--- config.mk ---
export PLATFORM = sky130hd
export DESIGN_NAME = be_arbiter
export DESIGN_NICKNAME = d
export VERILOG_FILES = /design/src/cache_pkg.sv /design/src/be_arbiter.sv
export VERILOG_INCLUDE_DIRS = /design/src
export SDC_FILE = /design/constraint.sdc
export NUM_CORES = 1
export LEC_CHECK = 0
export ABC_AREA = 1
export BUFFER_PORTS_ARGS = -buffer_cell sky130_fd_sc_hd__buf_2
export CORE_AREA = 2 2 94 96
export CTS_BUF_LIST = sky130_fd_sc_hd__clkbuf_2
export CTS_CLUSTER_DIAMETER = 150
export CTS_CLUSTER_SIZE = 24
export DETAILED_ROUTE_END_ITERATION = 8
export DIE_AREA = 0 0 96 98
export GPL_ROUTABILITY_DRIVEN = 0
export PLACE_DENSITY_LB_ADDON = 0.08
export SLEW_MARGIN = 15
export SYNTH_ARGS = -nofsm -noshare
export SYNTH_HDL_FRONTEND = slang
export SYNTH_SLANG_ARGS = --single-unit
--- constraint.sdc ---
create_clock -name clk_i -period 2.6 [get_ports clk_i]
set_input_delay 0.13 -clock clk_i [delete_from_list [all_inputs] [get_ports clk_i]]
set_output_delay 0.13 -clock clk_i [all_outputs]
set_load 0.01 [all_outputs]
--- src/cache_macros.svh ---
`ifndef CACHE_MACROS_SVH
`define CACHE_MACROS_SVH

// ~~~~~~~~~~~~~~~~~~~~~~~~~~~~~~~~~~~~~~~~~~~~~~~~~~~~~~~~~~~~~~~~~~~~~~~~~~
// Widths shared by both caches, the arbiter and the backing RAM.
// ~~~~~~~~~~~~~~~~~~~~~~~~~~~~~~~~~~~~~~~~~~~~~~~~~~~~~~~~~~~~~~~~~~~~~~~~~~

`define CACHE_ADDR_W    10                    // Word address, not byte address.
`define CACHE_DATA_W    32
`define CACHE_NBYTES    4                     // One strobe per data byte.

// Sixteen one-word lines per cache.
`define CACHE_INDEX_W   4
`define CACHE_TAG_W     (`CACHE_ADDR_W - `CACHE_INDEX_W)

// The RAM covers the whole word address space.
`define CACHE_RAM_DEPTH (1 << `CACHE_ADDR_W)

`endif

--- src/cache_pkg.sv ---
`include "cache_macros.svh"

package cache_pkg;

   typedef logic [`CACHE_ADDR_W-1:0]  word_addr_t;
   typedef logic [`CACHE_DATA_W-1:0]  data_t;
   typedef logic [`CACHE_NBYTES-1:0]  wstrb_t;      // All zero means a read.

   // A word address splits into tag (high bits) and line index (low bits).
   typedef logic [`CACHE_INDEX_W-1:0] line_index_t;
   typedef logic [`CACHE_TAG_W-1:0]   line_tag_t;

   typedef enum logic [1:0] {
      IDLE,
      LOOKUP,
      FILL,
      WRITE
   } cache_state_t;

   typedef enum logic [1:0] {
      NONE,
      CLIENT0,
      CLIENT1
   } arb_owner_t;

endpackage

--- src/be_arbiter.sv ---
`include "cache_macros.svh"

module be_arbiter
   import cache_pkg::*;
(
   input  logic       clk_i,
   input  logic       rst_i,
   input  logic       c0_req_i,
   input  word_addr_t c0_addr_i,
   input  data_t      c0_wdata_i,
   input  wstrb_t     c0_wstrb_i,
   output data_t      c0_rdata_o,
   output logic       c0_ack_o,
   input  logic       c1_req_i,
   input  word_addr_t c1_addr_i,
   input  data_t      c1_wdata_i,
   input  wstrb_t     c1_wstrb_i,
   output data_t      c1_rdata_o,
   output logic       c1_ack_o,
   output logic       ram_en_o,
   output word_addr_t ram_addr_o,
   output data_t      ram_wdata_o,
   output wstrb_t     ram_wstrb_o,
   input  data_t      ram_rdata_i,
   input  logic       ram_ack_i
);

   arb_owner_t owner_q;
   arb_owner_t owner_d;
   logic       last_c1_q;      // Set when client 1 had the last grant.
   logic       ram_en_q;
   logic       free;
   logic       grant;
   logic       c0_cand;
   logic       c1_cand;

   // The bus is free with no owner, or in the owner's ack cycle. The owner's
   // request is still high then and must not win again.
   assign free    = (owner_q == NONE) || ram_ack_i;
   assign c0_cand = c0_req_i && !(ram_ack_i && owner_q == CLIENT0);
   assign c1_cand = c1_req_i && !(ram_ack_i && owner_q == CLIENT1);

   always_comb begin
      owner_d = owner_q;
      if (free) begin
         if (c0_cand && c1_cand) begin
            owner_d = last_c1_q ? CLIENT0 : CLIENT1;
         end else if (c0_cand) begin
            owner_d = CLIENT0;
         end else if (c1_cand) begin
            owner_d = CLIENT1;
         end else begin
            owner_d = NONE;
         end
      end
   end

   assign grant = free && (owner_d != NONE);

   always_ff @(posedge clk_i or posedge rst_i) begin
      if (rst_i) begin
         owner_q   <= NONE;
         last_c1_q <= 1'b1;                     // First tie goes to client 0.
         ram_en_q  <= 1'b0;
      end else begin
         owner_q  <= owner_d;
         ram_en_q <= grant;                     // One enable per grant.
         if (grant) begin
            last_c1_q <= (owner_d == CLIENT1);
         end
      end
   end

   assign ram_en_o    = ram_en_q;
   assign ram_addr_o  = (owner_q == CLIENT1) ? c1_addr_i : c0_addr_i;
   assign ram_wdata_o = (owner_q == CLIENT1) ? c1_wdata_i : c0_wdata_i;
   assign ram_wstrb_o = (owner_q == CLIENT1) ? c1_wstrb_i : c0_wstrb_i;

   assign c0_ack_o   = ram_ack_i && (owner_q == CLIENT0);
   assign c1_ack_o   = ram_ack_i && (owner_q == CLIENT1);
   assign c0_rdata_o = (owner_q == CLIENT0) ? ram_rdata_i : '0;
   assign c1_rdata_o = (owner_q == CLIENT1) ? ram_rdata_i : '0;

endmodule

Word-level counts from Yosys, hierarchy flattened
Cells that the tools add are included.
Word-level totals
  register bits after elaboration: 4
  input bits: 129
  output and inout bits: 113
Operators by class
  equal/unequal tests: 3
  mux-type cells: 10
  reduce and logical (&&, ||, !) cells: 11
Operators by type and width (count)
  two-way mux 32 bit: 3
  two-way mux 10 bit: 1
  two-way mux 2 bit: 5
  logical AND 1 bit: 6
  equality test 2 bit, second input constant: 2
  two-way mux 4 bit: 1
  equality test 2 x 1 -> 1 bit, second input constant: 1
  zero test 1 bit: 2
  zero test 2 bit: 1
  nonzero test 2 bit: 1
  logical OR 1 bit: 1

Logic depth before layout (Yosys ltp)
  word-level depth: 10
  gate-level depth with buffers: 7
  gate-level depth less buffers: 7

Worst setup path after synthesis
OpenSTA, ideal clock, no wires.
  path kind: register to output
  start: register owner_q[0]
  end: output ram_wdata_o[30]
  arrival: 1.028 ns
  required time: 2.470 ns
  setup slack: 1.442 ns
  cell stages (with the launch flop): 5
  path buffers: 1
  path through: dfrtp_1 inv_2 nand2_4 buf_6 mux2_1
Between the ends
  word-level cells in the longest chain between the ends: 2
Ends and longest elaborated chain
  start: declaration: line be_arbiter.sv:28  | arb_owner_t owner_q;
  start signal: assignment: line be_arbiter.sv:66  | owner_q <= owner_d;
  equality test 2 bit: line be_arbiter.sv:76  | assign ram_wdata_o = (owner_q == CLIENT1) ? c1_wdata_i : c0_wdata_i;
  two-way mux 32 bit: line be_arbiter.sv:76
  end: declaration: line be_arbiter.sv:22  | output data_t ram_wdata_o,
Every way passes these cells.

Worst setup path in the final report
  start: register owner_q[1]
  end: output c0_rdata_o[17]
Between the ends
  word-level cells in the longest chain between the ends: 2
Ends and longest elaborated chain
  equality test 2 x 1 -> 1 bit: line be_arbiter.sv:81  | assign c0_rdata_o = (owner_q == CLIENT0) ? ram_rdata_i : '0;
  two-way mux 32 bit: line be_arbiter.sv:81
  end: declaration: line be_arbiter.sv:12  | output data_t c0_rdata_o,
Every way passes these cells.

==> impl_summary.txt <==
----------------------------------------------------
[Synthesis]
  Netlist area before placement ... 0.00133 mm^2
  Number of warning messages in the yosys log ... 0
  FFs w/ async S/R, synth ... 100%
  Yosys reg bits ... 4
  Net Count, Synth ... roughly 310
  Cells taking the most area after synthesis ... sky130_fd_sc_hd__mux2_4 (45%), sky130_fd_sc_hd__nor2_1 (20%), sky130_fd_sc_hd__inv_1 (11%)
  Count of different cell masters after synthesis ... 15
  Leading area contributor after synthesis ... sky130_fd_sc_hd__mux2_4
  Proportion of synthesized chip area in sequential cells ... under 10%
  Most used standard cell by instance count after synthesis ... sky130_fd_sc_hd__nor2_1
  Average cell area after synthesis ... 7.29 um^2
  Gate count after technology mapping ... 182
  Primary FF master, synth ... sky130_fd_sc_hd__dfrtp_1
  Number of enable-type register cells in the synthesized netlist ... 0
  Share of Yosys cell area claimed by the top area cell type ... 45.3%
  Commonest cells in the synthesized netlist ... sky130_fd_sc_hd__nor2_1 (69), sky130_fd_sc_hd__mux2_4 (40), sky130_fd_sc_hd__inv_1 (38), sky130_fd_sc_hd__buf_2 (6)

[Setup path]
  Top delay family on crit path ... buffers and inverters
  Longest individual stage delay on the worst path ... about 0.41 ns
  Crit path launch type ... register
  CP startpoint ... owner_q[1]
  Required time at the endpoint of the critical path ... around 2.5 ns
  Kind of capture point of the worst setup path ... primary output
  Launch instance of the worst register-to-register path ... owner_q[1]
  Buffers and inverters on the worst path ... 3
  WP data arrival ... approximately 1.6 ns
  Master of the slowest instance on the critical path ... sky130_fd_sc_hd__dfrtp_1
  CP Class ... register to primary output
  Highest fanout seen on the critical path ... 17
  Sequence of cells on the critical path ... inv_1 > nand2_1 > buf_4 > nor2_1 > buf_2

[Clock tree]
  H-tree levels ... 1
  Buffer depth of the longest clock path ... 2
  TritonCTS clock tree ... built
  Clock slew at the register clock pins of the worst setup and hold paths ... ~0.050 ns
  Root cell of the clock tree ... sky130_fd_sc_hd__clkbuf_2
  Post-CTS setup buffer count ... 0
  CTS Hold Bufs ... 1
  TritonCTS Sinks ... 4
  CTS Buf Count ... 3
  Clock latency of the later-clocked register in the worst-skew pair ... approximately 0.20 ns
  Count of cells resized by post-cts repair ... 0

[Timing]
  Setup skew after layout ... 0.00841 ns
  Max-slew headroom at the worst pin ... around 66%
  Unrepaired setup endpoints after global routing ... false
  Number of endpoints failing setup at the final stage ... 0
  Post-Route Setup TNS ... 0 ns
  Hold violation count in the final report ... 0
  Final worst path period share ... just under 70%
  Final min period ... 1.76 ns
  Slew at the pin with the worst max-slew slack ... approximately 0.5 ns
  Final-report max-slew violation count ... 0
  F_max ... ~570 MHz

[Floorplan]
  Horizontal die dimension ... 96 um
  Number of rows in the core area ... 34
  IO Pins ... 242
  Core Region ... 0.00847 mm^2
  Die Area ... 0.00941 mm^2
  Effective utilization at floorplan ... 15.7%
  Floorplan die height ... slightly below 100 um

[Detailed routing]
  DR vias ... 2007
  DRC Markers ... 0
  Vias per cell ... 3.79
  Routed Antenna Nets ... 0
  Number of optimization iterations in the first detailed-route pass ... 4
  DRT Wirelength ... 6200 um
  1st-iter DRT viols ... 15
  WL/cell ... 11.7 um

[Power]
  Peak supply drop ... 0.246 mV
  Total power per unit cell area ... 529 mW/mm^2
  Sequential fraction of design power ... about 7.6%
  Part of the power in combinational logic ... 87.7%
  Clock network fraction of total power ... between 4 and 5%
  Int Pwr ... between 0.7 and 0.8 mW
  Switching Fraction ... 47.9%
  Sw power ... 0.673 mW
  Leak ... about 1.9 nW

[Finish]
  Fraction of layout cells with a size suffix above 1 ... 69.8%
  Area occupied by multi-input gates ... 992 um^2
  Layout Area Growth over Synthesis ... 100%
  Fin util ... a little under a third
  Sequential cell area ... 101 um^2
  Final net count ... ~550
  Fill cells ... just under 1000
  Antenna diode count ... 0

[Global route]
  Grt total ovfl ... 0
  Overall routing resource usage ... between 10% and 20%
  Initial antenna violation count ... 0
  Via count of the first global-routing pass ... 1789
  Pin count of the biggest net entering global routing ... 40
  Wire length of the first global-routing pass ... just under 9000 um

[Worst hold path]
  Hold Startpoint ... ram_ack_i
  Hold/Removal Path Class ... input pin to register

[Placement]
  Total half-perimeter wirelength after legalization and detailed placement ... 5490 um
  Number of port buffers ... 241

[Job]
  Count of max-cap constraint violations ... 0

[Run status]
  Outcome ... finished, final reports clean

----------------------------------------------------
through the flow:
stage	cell area (um^2)	worst slack, ns	power [mW]	cells	hold WS (ns)
finish	2650	0.844	1.40	529	0.182
global route	2650	0.636	1.54	529	0.186
CTS	2650	0.811	1.44	529	0.169
detailed placement	2620	1.05	1.36	524	0.0190
global placement	2620	1.08	1.37	524	0.0212
floorplan	1330	1.44	0.901	182	-0.105
worst reg2reg max path: stages (launching register included):
cell	delay, ns
sky130_fd_sc_hd__dfrtp_1	0.41
sky130_fd_sc_hd__nand3_1	0.13
sky130_fd_sc_hd__nand2_1	0.07
sky130_fd_sc_hd__o21ai_0	0.28
sky130_fd_sc_hd__o21ai_0	0.14
logic make-up (layout without fill, tap and decap cells):
kind of cell	Yosys count	in the layout	share of synthesized area (%)
buf+inv	50	289	17.5
flops	4	4	7.64
compound gates	5	5	1.89
simple gates	77	77	22.5
mux	46	46	50.4
layout by cell type (no fill, tap or decap), types with 2 or more instances in the layout:
cell type,n
sky130_fd_sc_hd__buf_2,241
sky130_fd_sc_hd__nor2_1,69
sky130_fd_sc_hd__mux2_4,40
sky130_fd_sc_hd__inv_1,38
sky130_fd_sc_hd__nand2_1,5
sky130_fd_sc_hd__mux2_1,4
sky130_fd_sc_hd__clkbuf_2,4
sky130_fd_sc_hd__o21ai_0,3
sky130_fd_sc_hd__dfrtp_1,3
sky130_fd_sc_hd__buf_4,3
sky130_fd_sc_hd__a21oi_1,2
sky130_fd_sc_hd__nand3_1,2
sky130_fd_sc_hd__mux2_2,2
sequential cells by signal, summed over array words and instances (netlist names):
register and flops:
last_c1_q 1, ram_en_o 1, owner_q 2
per-layer routing:
layer | global-route usage (%) | up-vias | part of all wire (%)
met5 | 0 | - | 0
met4 | 1.54 | 0 | 0.55
met3 | 2.55 | 2 | 12
met2 | 23.3 | 119 | 54
met1 | 11.6 | 857 | 33
li1 | - | 1029 | -
power groups by stage:
stage / Sequential (mW) / Combinational (mW) / Clock (mW)
global placement: 0.107 / 1.26 / 0
CTS: 0.107 / 1.26 / 0.0701
detailed placement: 0.107 / 1.25 / 0
floorplan: 0.108 / 0.793 / 0
global route: 0.110 / 1.35 / 0.0746
finish: 0.107 / 1.23 / 0.0655
final timing paths:
check                                      end  slack, ns  cells after the start
worst max-delay path            c0_rdata_o[17]       0.84                      5
worst min-delay path                owner_q[1]       0.18                      2
worst min register to register       last_c1_q       0.51                      2
max in group asynchronous            last_c1_q       2.02                      3
min in group asynchronous           owner_q[0]       0.34                      3
worst max register to register        ram_en_o       1.42                      4
area by class of cell:
| type | instances | area share [%] |
|---|---|---|
| timing repair buffer | 246 | 47.4 |
| multi-input combinational | 128 | 37.4 |
| inverter | 39 | 5.52 |
| tap | 108 | 5.09 |
| sequential | 4 | 3.82 |
| clock buffer | 4 | 0.754 |
(Power assumes the default switching activity.)
