[config.mk]
export PLATFORM = sky130hd
export DESIGN_NAME = cache_dm
export DESIGN_NICKNAME = d
export VERILOG_FILES = /design/src/cache_pkg.sv /design/src/cache_dm.sv
export VERILOG_INCLUDE_DIRS = /design/src
export SDC_FILE = /design/constraint.sdc
export NUM_CORES = 1
export LEC_CHECK = 0
export BUFFER_PORTS_ARGS = -buffer_cell sky130_fd_sc_hd__buf_2
export CAP_MARGIN = 10
export CORE_ASPECT_RATIO = 2
export CORE_MARGIN = 5
export CORE_UTILIZATION = 46
export DETAILED_ROUTE_END_ITERATION = 16
export SETUP_SLACK_MARGIN = 0.4
export SLEW_MARGIN = 5
export SYNTH_ARGS = -nofsm -noshare
export SYNTH_HDL_FRONTEND = slang
export SYNTH_SLANG_ARGS = --single-unit
[constraint.sdc]
create_clock -name clk_i -period 4.1 [get_ports clk_i]
set_input_delay 0.205 -clock clk_i [delete_from_list [all_inputs] [get_ports clk_i]]
set_output_delay 0.205 -clock clk_i [all_outputs]
set_load 0.1 [all_outputs]
[src/cache_macros.svh]
`ifndef CACHE_MACROS_SVH
`define CACHE_MACROS_SVH

// ~~~~~~~~~~~~~~~~~~~~~~~~~~~~~~~~~~~~~~~~~~~~~~~~~~~~~~~~~~~~~~~~~~~~~~~~~~
// Widths shared by both caches, the arbiter and the backing RAM.
// ~~~~~~~~~~~~~~~~~~~~~~~~~~~~~~~~~~~~~~~~~~~~~~~~~~~~~~~~~~~~~~~~~~~~~~~~~~

`define CACHE_ADDR_W    10                    // Word address, not byte address.
`define CACHE_DATA_W    32
`define CACHE_NBYTES    4                     // One strobe per data byte.

// Sixteen one-word lines per cache.
`define CACHE_INDEX_W   4
`define CACHE_TAG_W     (`CACHE_ADDR_W - `CACHE_INDEX_W)

// The RAM covers the whole word address space.
`define CACHE_RAM_DEPTH (1 << `CACHE_ADDR_W)

`endif

[src/cache_pkg.sv]
`include "cache_macros.svh"

package cache_pkg;

   typedef logic [`CACHE_ADDR_W-1:0]  word_addr_t;
   typedef logic [`CACHE_DATA_W-1:0]  data_t;
   typedef logic [`CACHE_NBYTES-1:0]  wstrb_t;      // All zero means a read.

   // A word address splits into tag (high bits) and line index (low bits).
   typedef logic [`CACHE_INDEX_W-1:0] line_index_t;
   typedef logic [`CACHE_TAG_W-1:0]   line_tag_t;

   typedef enum logic [1:0] {
      IDLE,
      LOOKUP,
      FILL,
      WRITE
   } cache_state_t;

   typedef enum logic [1:0] {
      NONE,
      CLIENT0,
      CLIENT1
   } arb_owner_t;

endpackage

[src/cache_dm.sv]
`include "cache_macros.svh"

module cache_dm
   import cache_pkg::*;
(
   input  logic       clk_i,
   input  logic       rst_i,
   input  logic       invalidate_i,
   input  logic       req_i,
   input  word_addr_t addr_i,
   input  data_t      wdata_i,
   input  wstrb_t     wstrb_i,
   output data_t      rdata_o,
   output logic       ack_o,
   output logic       be_req_o,
   output word_addr_t be_addr_o,
   output data_t      be_wdata_o,
   output wstrb_t     be_wstrb_o,
   input  data_t      be_rdata_i,
   input  logic       be_ack_i
);

   localparam int NLINES = 1 << `CACHE_INDEX_W;

   cache_state_t state_q;
   cache_state_t state_d;
   logic         ack_q;        // Ack of a fill or a write, one cycle after be_ack.

   logic [NLINES-1:0] valid_q;
   line_tag_t         tag_mem [NLINES];
   data_t             data_mem [NLINES];

   line_index_t idx;
   line_tag_t   tag;
   logic        hit;
   logic        is_write;

   // ~~~~~~~~~~~~~~~~~~~~~~~~~~~~~~~~~~~~~~~~~~~~~~~~~~~~~~~~~~~~~~~~~~~~~~~~~~
   // Lookup. The master holds addr_i stable for the whole request.
   // ~~~~~~~~~~~~~~~~~~~~~~~~~~~~~~~~~~~~~~~~~~~~~~~~~~~~~~~~~~~~~~~~~~~~~~~~~~

   assign idx      = addr_i[`CACHE_INDEX_W-1:0];
   assign tag      = addr_i[`CACHE_ADDR_W-1:`CACHE_INDEX_W];
   assign is_write = |wstrb_i;
   assign hit      = valid_q[idx] && (tag_mem[idx] == tag);

   always_comb begin
      state_d = state_q;
      case (state_q)
         IDLE: begin
            // The request that was just acknowledged is still up for one cycle.
            if (req_i && !ack_q) begin
               state_d = LOOKUP;
            end
         end
         LOOKUP: begin
            if (is_write) begin
               state_d = WRITE;
            end else if (!hit) begin
               state_d = FILL;
            end else begin
               state_d = IDLE;                  // Read hit, acknowledged now.
            end
         end
         FILL, WRITE: begin
            if (be_ack_i) begin
               state_d = IDLE;
            end
         end
         default: state_d = IDLE;
      endcase
   end

   always_ff @(posedge clk_i or posedge rst_i) begin
      if (rst_i) begin
         state_q <= IDLE;
         ack_q   <= 1'b0;
      end else begin
         state_q <= state_d;
         ack_q   <= be_req_o && be_ack_i;
      end
   end

   // ~~~~~~~~~~~~~~~~~~~~~~~~~~~~~~~~~~~~~~~~~~~~~~~~~~~~~~~~~~~~~~~~~~~~~~~~~~
   // Line storage.
   // ~~~~~~~~~~~~~~~~~~~~~~~~~~~~~~~~~~~~~~~~~~~~~~~~~~~~~~~~~~~~~~~~~~~~~~~~~~

   always_ff @(posedge clk_i or posedge rst_i) begin
      if (rst_i) begin
         valid_q <= '0;
      end else if (invalidate_i) begin
         valid_q <= '0;                         // Only legal while the port is idle.
      end else if (state_q == FILL && be_ack_i) begin
         valid_q[idx] <= 1'b1;
      end
   end

   always_ff @(posedge clk_i) begin
      if (state_q == FILL && be_ack_i) begin
         tag_mem[idx]  <= tag;
         data_mem[idx] <= be_rdata_i;
      end else if (state_q == WRITE && be_ack_i && hit) begin
         // Write-through hit, keep the line in step with the RAM.
         for (int b = 0; b < `CACHE_NBYTES; b++) begin
            if (wstrb_i[b]) begin
               data_mem[idx][8*b +: 8] <= wdata_i[8*b +: 8];
            end
         end
      end
   end

   // After a fill the line already holds the returned word.
   assign rdata_o = data_mem[idx];
   assign ack_o   = ack_q || (state_q == LOOKUP && !is_write && hit);

   assign be_req_o   = (state_q == FILL) || (state_q == WRITE);
   assign be_addr_o  = addr_i;
   assign be_wdata_o = wdata_i;
   assign be_wstrb_o = (state_q == WRITE) ? wstrb_i : '0;

endmodule

; Word-level counts from Yosys, hierarchy flattened
; Memories as Yosys holds them, arrays and structs flattened.
; Cells that the tools add are included.
[word_totals]
in_bits = 83
mem_bits_rw = 608
reg_bits = 19
elab_cells = 70
out_inout_bits = 80
n_memories = 2
[memory_table]
columns = name, depth, word_bits, rd, rd_ports_with_merged_regs, wr, line
row1 = data_mem, 16, 32, 1, 0, 1, cache_dm.sv:31  ; data_t data_mem [NLINES];
row2 = tag_mem, 16, 6, 1, 0, 1, cache_dm.sv:30  ; line_tag_t tag_mem [NLINES];
[op_classes]
n_bitwise = 5
order_cmp = 2
muxes = 34
reduce_logical = 18
eq_ne = 6
[ops]
columns = cell, count
row1 = $mux W16, 2
row2 = $mux W8, 4
row3 = $mux W1, 20
row4 = $or A16 B16 Y16, 1
row5 = $logic_and A1 B1 Y1, 9
row6 = $mux W2, 4
row7 = $eq A6 B6 Y1, 1
row8 = $pmux W2 S3, 1
row9 = $lt A4 B5 Y1 const B, 1
row10 = $bmux W1 S4, 1
row11 = $demux W1 S4, 1
row12 = $eq A2 B2 Y1 const B, 2
row13 = $ge A4 B1 Y1 const B, 1
row14 = $mux W4, 1
row15 = $ne A2 B2 Y1 const B, 2
row16 = $or A1 B1 Y1, 4
row17 = $reduce_or A4 Y1, 1
row18 = $eq A2 B1 Y1 const B, 1
row19 = $logic_not A1 Y1, 2
row20 = $logic_not A2 Y1, 1
row21 = $logic_or A1 B1 Y1, 2
row22 = $reduce_and A2 Y1, 1
row23 = $reduce_bool A2 Y1, 1
row24 = $reduce_or A2 Y1, 1

; Depth between registers and ports, before layout
[logic_depth]
ltp_word = 8
mapped_depth = 12
mapped_depth_nobuf = 7

; Worst setup path before layout
; OpenSTA, ideal clock, no wires.
[synth_timing]
kind = input -> register
startpoint = input port addr_i[2]
endpoint = memory data_mem[10][0] (netlist name) (enable)
path_stages = 11
setup_slack_ns = 0.735
t_required_ns = 3.725
t_arrival_ns = 2.989
cell_sequence = buf_2 > buf_2 > mux4_2 > mux2i_1 > mux2i_1 > xor2_1 > a211oi_4 > nand4_4 > buf_6 > buf_6 > a21oi_1
[synth_via]
elab_chain_len = 8
elab_cells_between_ends = 10
[synth_rtl]
columns = element, line
row1 = start: declaration, cache_dm.sv:10  ; input word_addr_t addr_i,
row2 = $mem_v2 Z16 W6 / $bmux W1 S4 (equally long branches), n/a
row3 = $eq A6 B6 Y1 / $mux W1 (equally long branches), cache_dm.sv:45  ; assign hit = valid_q[idx] && (tag_mem[idx] == tag);
row4 = $logic_and A1 B1 Y1, cache_dm.sv:45
row5 = $logic_and A1 B1 Y1, cache_dm.sv:102  ; end else if (state_q == WRITE && be_ack_i && hit) begin
row6 = $mux W1, cache_dm.sv:102
row7 = $mux W1, cache_dm.sv:99  ; if (state_q == FILL && be_ack_i) begin
row8 = $mux W1 (not written as such), cache_dm.sv:106  ; data_mem[idx][8*b +: 8] <= wdata_i[8*b +: 8];
row9 = $or A1 B1 Y1 (no line), n/a
row10 = end: declaration, cache_dm.sv:31
; Several ways; a longest one is shown, not always the timed one. The select of a mux whose other input is x is not followed.

; Worst setup path after layout
[layout_timing]
startpoint = memory tag_mem[9][5] (netlist name)
endpoint = memory data_mem[8][14] (netlist name) (enable)
[layout_via]
elab_chain_len = 8
[layout_rtl]
columns = element, line
row1 = start: declaration, cache_dm.sv:30
row2 = $mem_v2 Z16 W6, n/a
row3 = $eq A6 B6 Y1, cache_dm.sv:45
row4 = $logic_and A1 B1 Y1, cache_dm.sv:45
row5 = $logic_and A1 B1 Y1, cache_dm.sv:102
row6 = $mux W1, cache_dm.sv:102
row7 = $mux W1, cache_dm.sv:99
row8 = $mux W1 (not written as such), cache_dm.sv:106
row9 = $or A1 B1 Y1 (no line), n/a
; No other way between the ends.

==> results.toml <==
[critical_path]
rrSetupSlack_ns = 0.66
most_frequent_cell_on_the_critical_path = "buf_4"
slowest_stage = "mux4_2"
reg2reg_depth = 9
endpoint_kind = "flop"
timing.rr.start = "tag_mem[9][5]"
cp.required_ns = 4.38
path_class = "reg -> reg"
worstReg2RegEnd = "data_mem[8][14]"
timing.critical_path.arrival_ns = 3.72
crit_path_max_incr_delay_ns = 0.46
startpoint_type = "flop"
timing.critical_path.cells = "mux4_2 > mux2i_1 > xnor2_1 > a211o_1 > a211oi_4 > buf_4 > nand4_4 > a21oi_1 > buf_4"
critical_path.max_fanout = 24

[power]
irDropWorstVdd_uv = 535
power.share.combinational = 0.108
p_leak_uw = 0.00947
seq_power_share = 0.535
intPower_uw = 10100
p_clk_frac = 0.357
swShare = 0.247
post-layout-total-power_uw = 13400
power_density_over_the_cells_mw_per_mm2 = 470
switchingPower_uw = 3310

[grt]
first_global_vias = 12862
grt-ovfl-total = 0
all_layer_gr_usage = 0.197
antenna_found_initial = 3
grt_first_pass_wirelength_um = 85900
grt_start_max_net_pins = 54

[layout]
layout.nets = 1448
fillers = 4226
layout.cells.most_common = "edfxtp_1"
post_route_cells_drive_above_1_share = 0.389
layout_common_cells = "edfxtp_1, mux4_2, buf_2, buf_4, a21oi_1"
area.growth.synth_to_final_pct = 13.3

[timing]
setup_violators_final = 0
period_needed_ns = 3.44
tns_ns = 0
report.final.slew_viol_count = 0
layout_worst_path_cycle_share = 0.840
rsz_0062_raised_after_global_routing = "no"
max_freq_ghz = 0.290
hold_viol_final = 0
max-slew-margin-rel = 0.283
tightestPinTransition_ns = 1.07
clock-skew-final_ns = 0.0220

[yosys]
synth_sequential_area_ratio = 0.743
yosys_register_bits = 627
yosys-top-cells-area = "edfxtp_1, mux4_2, dfrtp_1"
synth_area_leader_cell = "edfxtp_1"
synth-main-ff-cell = "edfxtp_1"
synth-async-reset-ratio = 0.0303
syn_area_sq_mm = 0.0252
synth_cell_type_count = 41
number_of_flops_mapped_to_enable_cells_by_yosys = 608
post_synth_inst_count = 1169
yosys.area.top_type_share = 0.724
post_synth.cell_area_avg_sq_um = 21.6
synthesis.nets = 1252
yosys_warnings = 0

[clock_network]
cts.sink_count = 627
numCtsBuffers = 52
max-clock-path-buffers = 3
cts_tree = "done"
clk_latency_ns = 0.59
cts_root_buffer = "clkbuf_16"
ctsHtreeMaxLevel = 2
postCtsResizedCells = 0
clkSlewWorstSetupHoldPaths_ns = 0.07

[drt]
wl_per_cell_um = 28.2
via_count = 12101
drt_iter0_markers = 984
drc_errors = 0
dr.pass1.iters = 5
drt.antenna.violating_nets = 0
viasPerCell = 5.82
wirelength_um = 58600

[floorplanning]
num_io_pins = 163
initial_utilization = 0.464
die_x_um = 176
placeableCoreArea_sq_mm = 0.0544
die_area_sq_mm = 0.0599
placementRows = 121
fp.dieH_um = 341

[min_path]
instance_count_along_the_most_critical_hold_path = 1
hp-class = "in -> reg"
holdPathEnd = "tag_mem[10][0]"
min_from = "addr_i[4]"

[placement]
place_hpwl_um = 38400
finalWeightedCongestion = 0.765
port-buffer-count = 162

[status]
run_status = "complete, no violations"

[job]
timing.max_cap.violations = 0
[power groups by stage]
stage               registers [uW]  logic (uW)  clock network, uW
floorplan                     7280        1140                  0
global placement              7310        1460                  0
detailed placement            7310        1470                  0
CTS                           7170        1480               4890
global route                  7180        1530               5150
finish                        7170        1450               4790
[registers in the layout, indices dropped and copies added, names as in the netlist]
name,flops
ack_q,1
state_q,2
data_mem,512
tag_mem,96
valid_q,16
[cells in the mapped netlist (2+ instances only)]
master and instances:
edfxtp_1 608, mux4_2 183, a21oi_1 65, nor2_1 51
buf_4 43, clkbuf_1 33, mux2_2 21, buf_1 20
mux2i_1 20, dfrtp_1 19, nand2_1 16, mux2_4 12
buf_6 10, buf_2 9, a22oi_1 7, and3_1 7
nand3_1 6, nor2b_1 6, nand4_4 4, inv_1 3
xnor2_1 3, and2_1 2, nor4_1 2, xor2_1 2
[through the flow]
stage | cells | util | hold WS [ns] | instance area (sq um) | worst slack (ns)
after floorplan | 1169 | - | 0.156 | 25200 | 0.735
after global placement | 1983 | 0.495 | 0.379 | 26900 | 0.434
after detailed placement | 1983 | 0.495 | 0.388 | 26900 | 0.400
after CTS | 2077 | 0.525 | 0.00211 | 28500 | 0.578
after global routing | 2078 | 0.525 | 0.0196 | 28500 | 0.475
final | 2079 | 0.525 | 0.0275 | 28600 | 0.656
[cells by family (layout without fill, tap and decap cells)]
kind of cell	count (synthesis)	in the layout	synth area share
AOI/OAI and AO/OA	82	82	0.0187
xor gates and xnor gates	5	5	0.00174
buffers and inverters	118	350	0.0274
DFF	627	627	0.743
muxes	236	236	0.188
other	0	2	0
and+or+nand+nor	101	101	0.0210
[layout make-up]
class                   count  area, sq um  share of cell area
inverters                   3         11.3            0.000394
clock inverters            26          255             0.00894
repair buffers            257         1570              0.0550
clock buffers              64         1350              0.0472
well taps                 676          846              0.0296
multi-input cells         424         5780               0.203
flip-flops and latches    627        18700               0.656
diodes                      2         5.00            0.000175
[repair_timing]
| action | 4_1_cts | 5_1_grt |
|---|---|---|
| endpoints found under the hold margin | 38 | 0 |
| setup buffers | 0 | 0 |
| hold buffers | 4 | 0 |
[worst max path at each step]
stage | startpoint | endpoint | slack, ns | depth (start not counted)
4_1_cts | tag_mem[9][5] | data_mem[8][14] | 0.58 | 9
3_3_place_gp | addr_i[1] | data_mem[3][9] | 0.43 | 10
6_report | tag_mem[9][5] | data_mem[8][14] | 0.66 | 9
3_5_place_dp | addr_i[1] | data_mem[8][9] | 0.40 | 10
2_1_floorplan | addr_i[2] | data_mem[10][0] | 0.74 | 11
5_1_grt | tag_mem[9][5] | data_mem[11][14] | 0.47 | 9
[worst max-delay path: cells and delay by family (launching register included)]
| kind | cells | cell delay [ns] |
|---|---|---|
| AOI/OAI and AO/OA | 3 | 1.03 |
| xor gates and xnor gates | 1 | 0.10 |
| buffers and inverters | 2 | 0.49 |
| DFF | 1 | 0.38 |
| muxes | 2 | 0.67 |
| and+or+nand+nor | 1 | 0.45 |
[metal layers]
metal	GRT usage	routed length, um	up-vias
met3	0.0325	3290	91
met2	0.352	31600	396
met4	0.0564	1580	2
met5	0	13	-
met1	0.248	22100	6400
li1	-	-	5212
(Power assumes the default switching activity.)
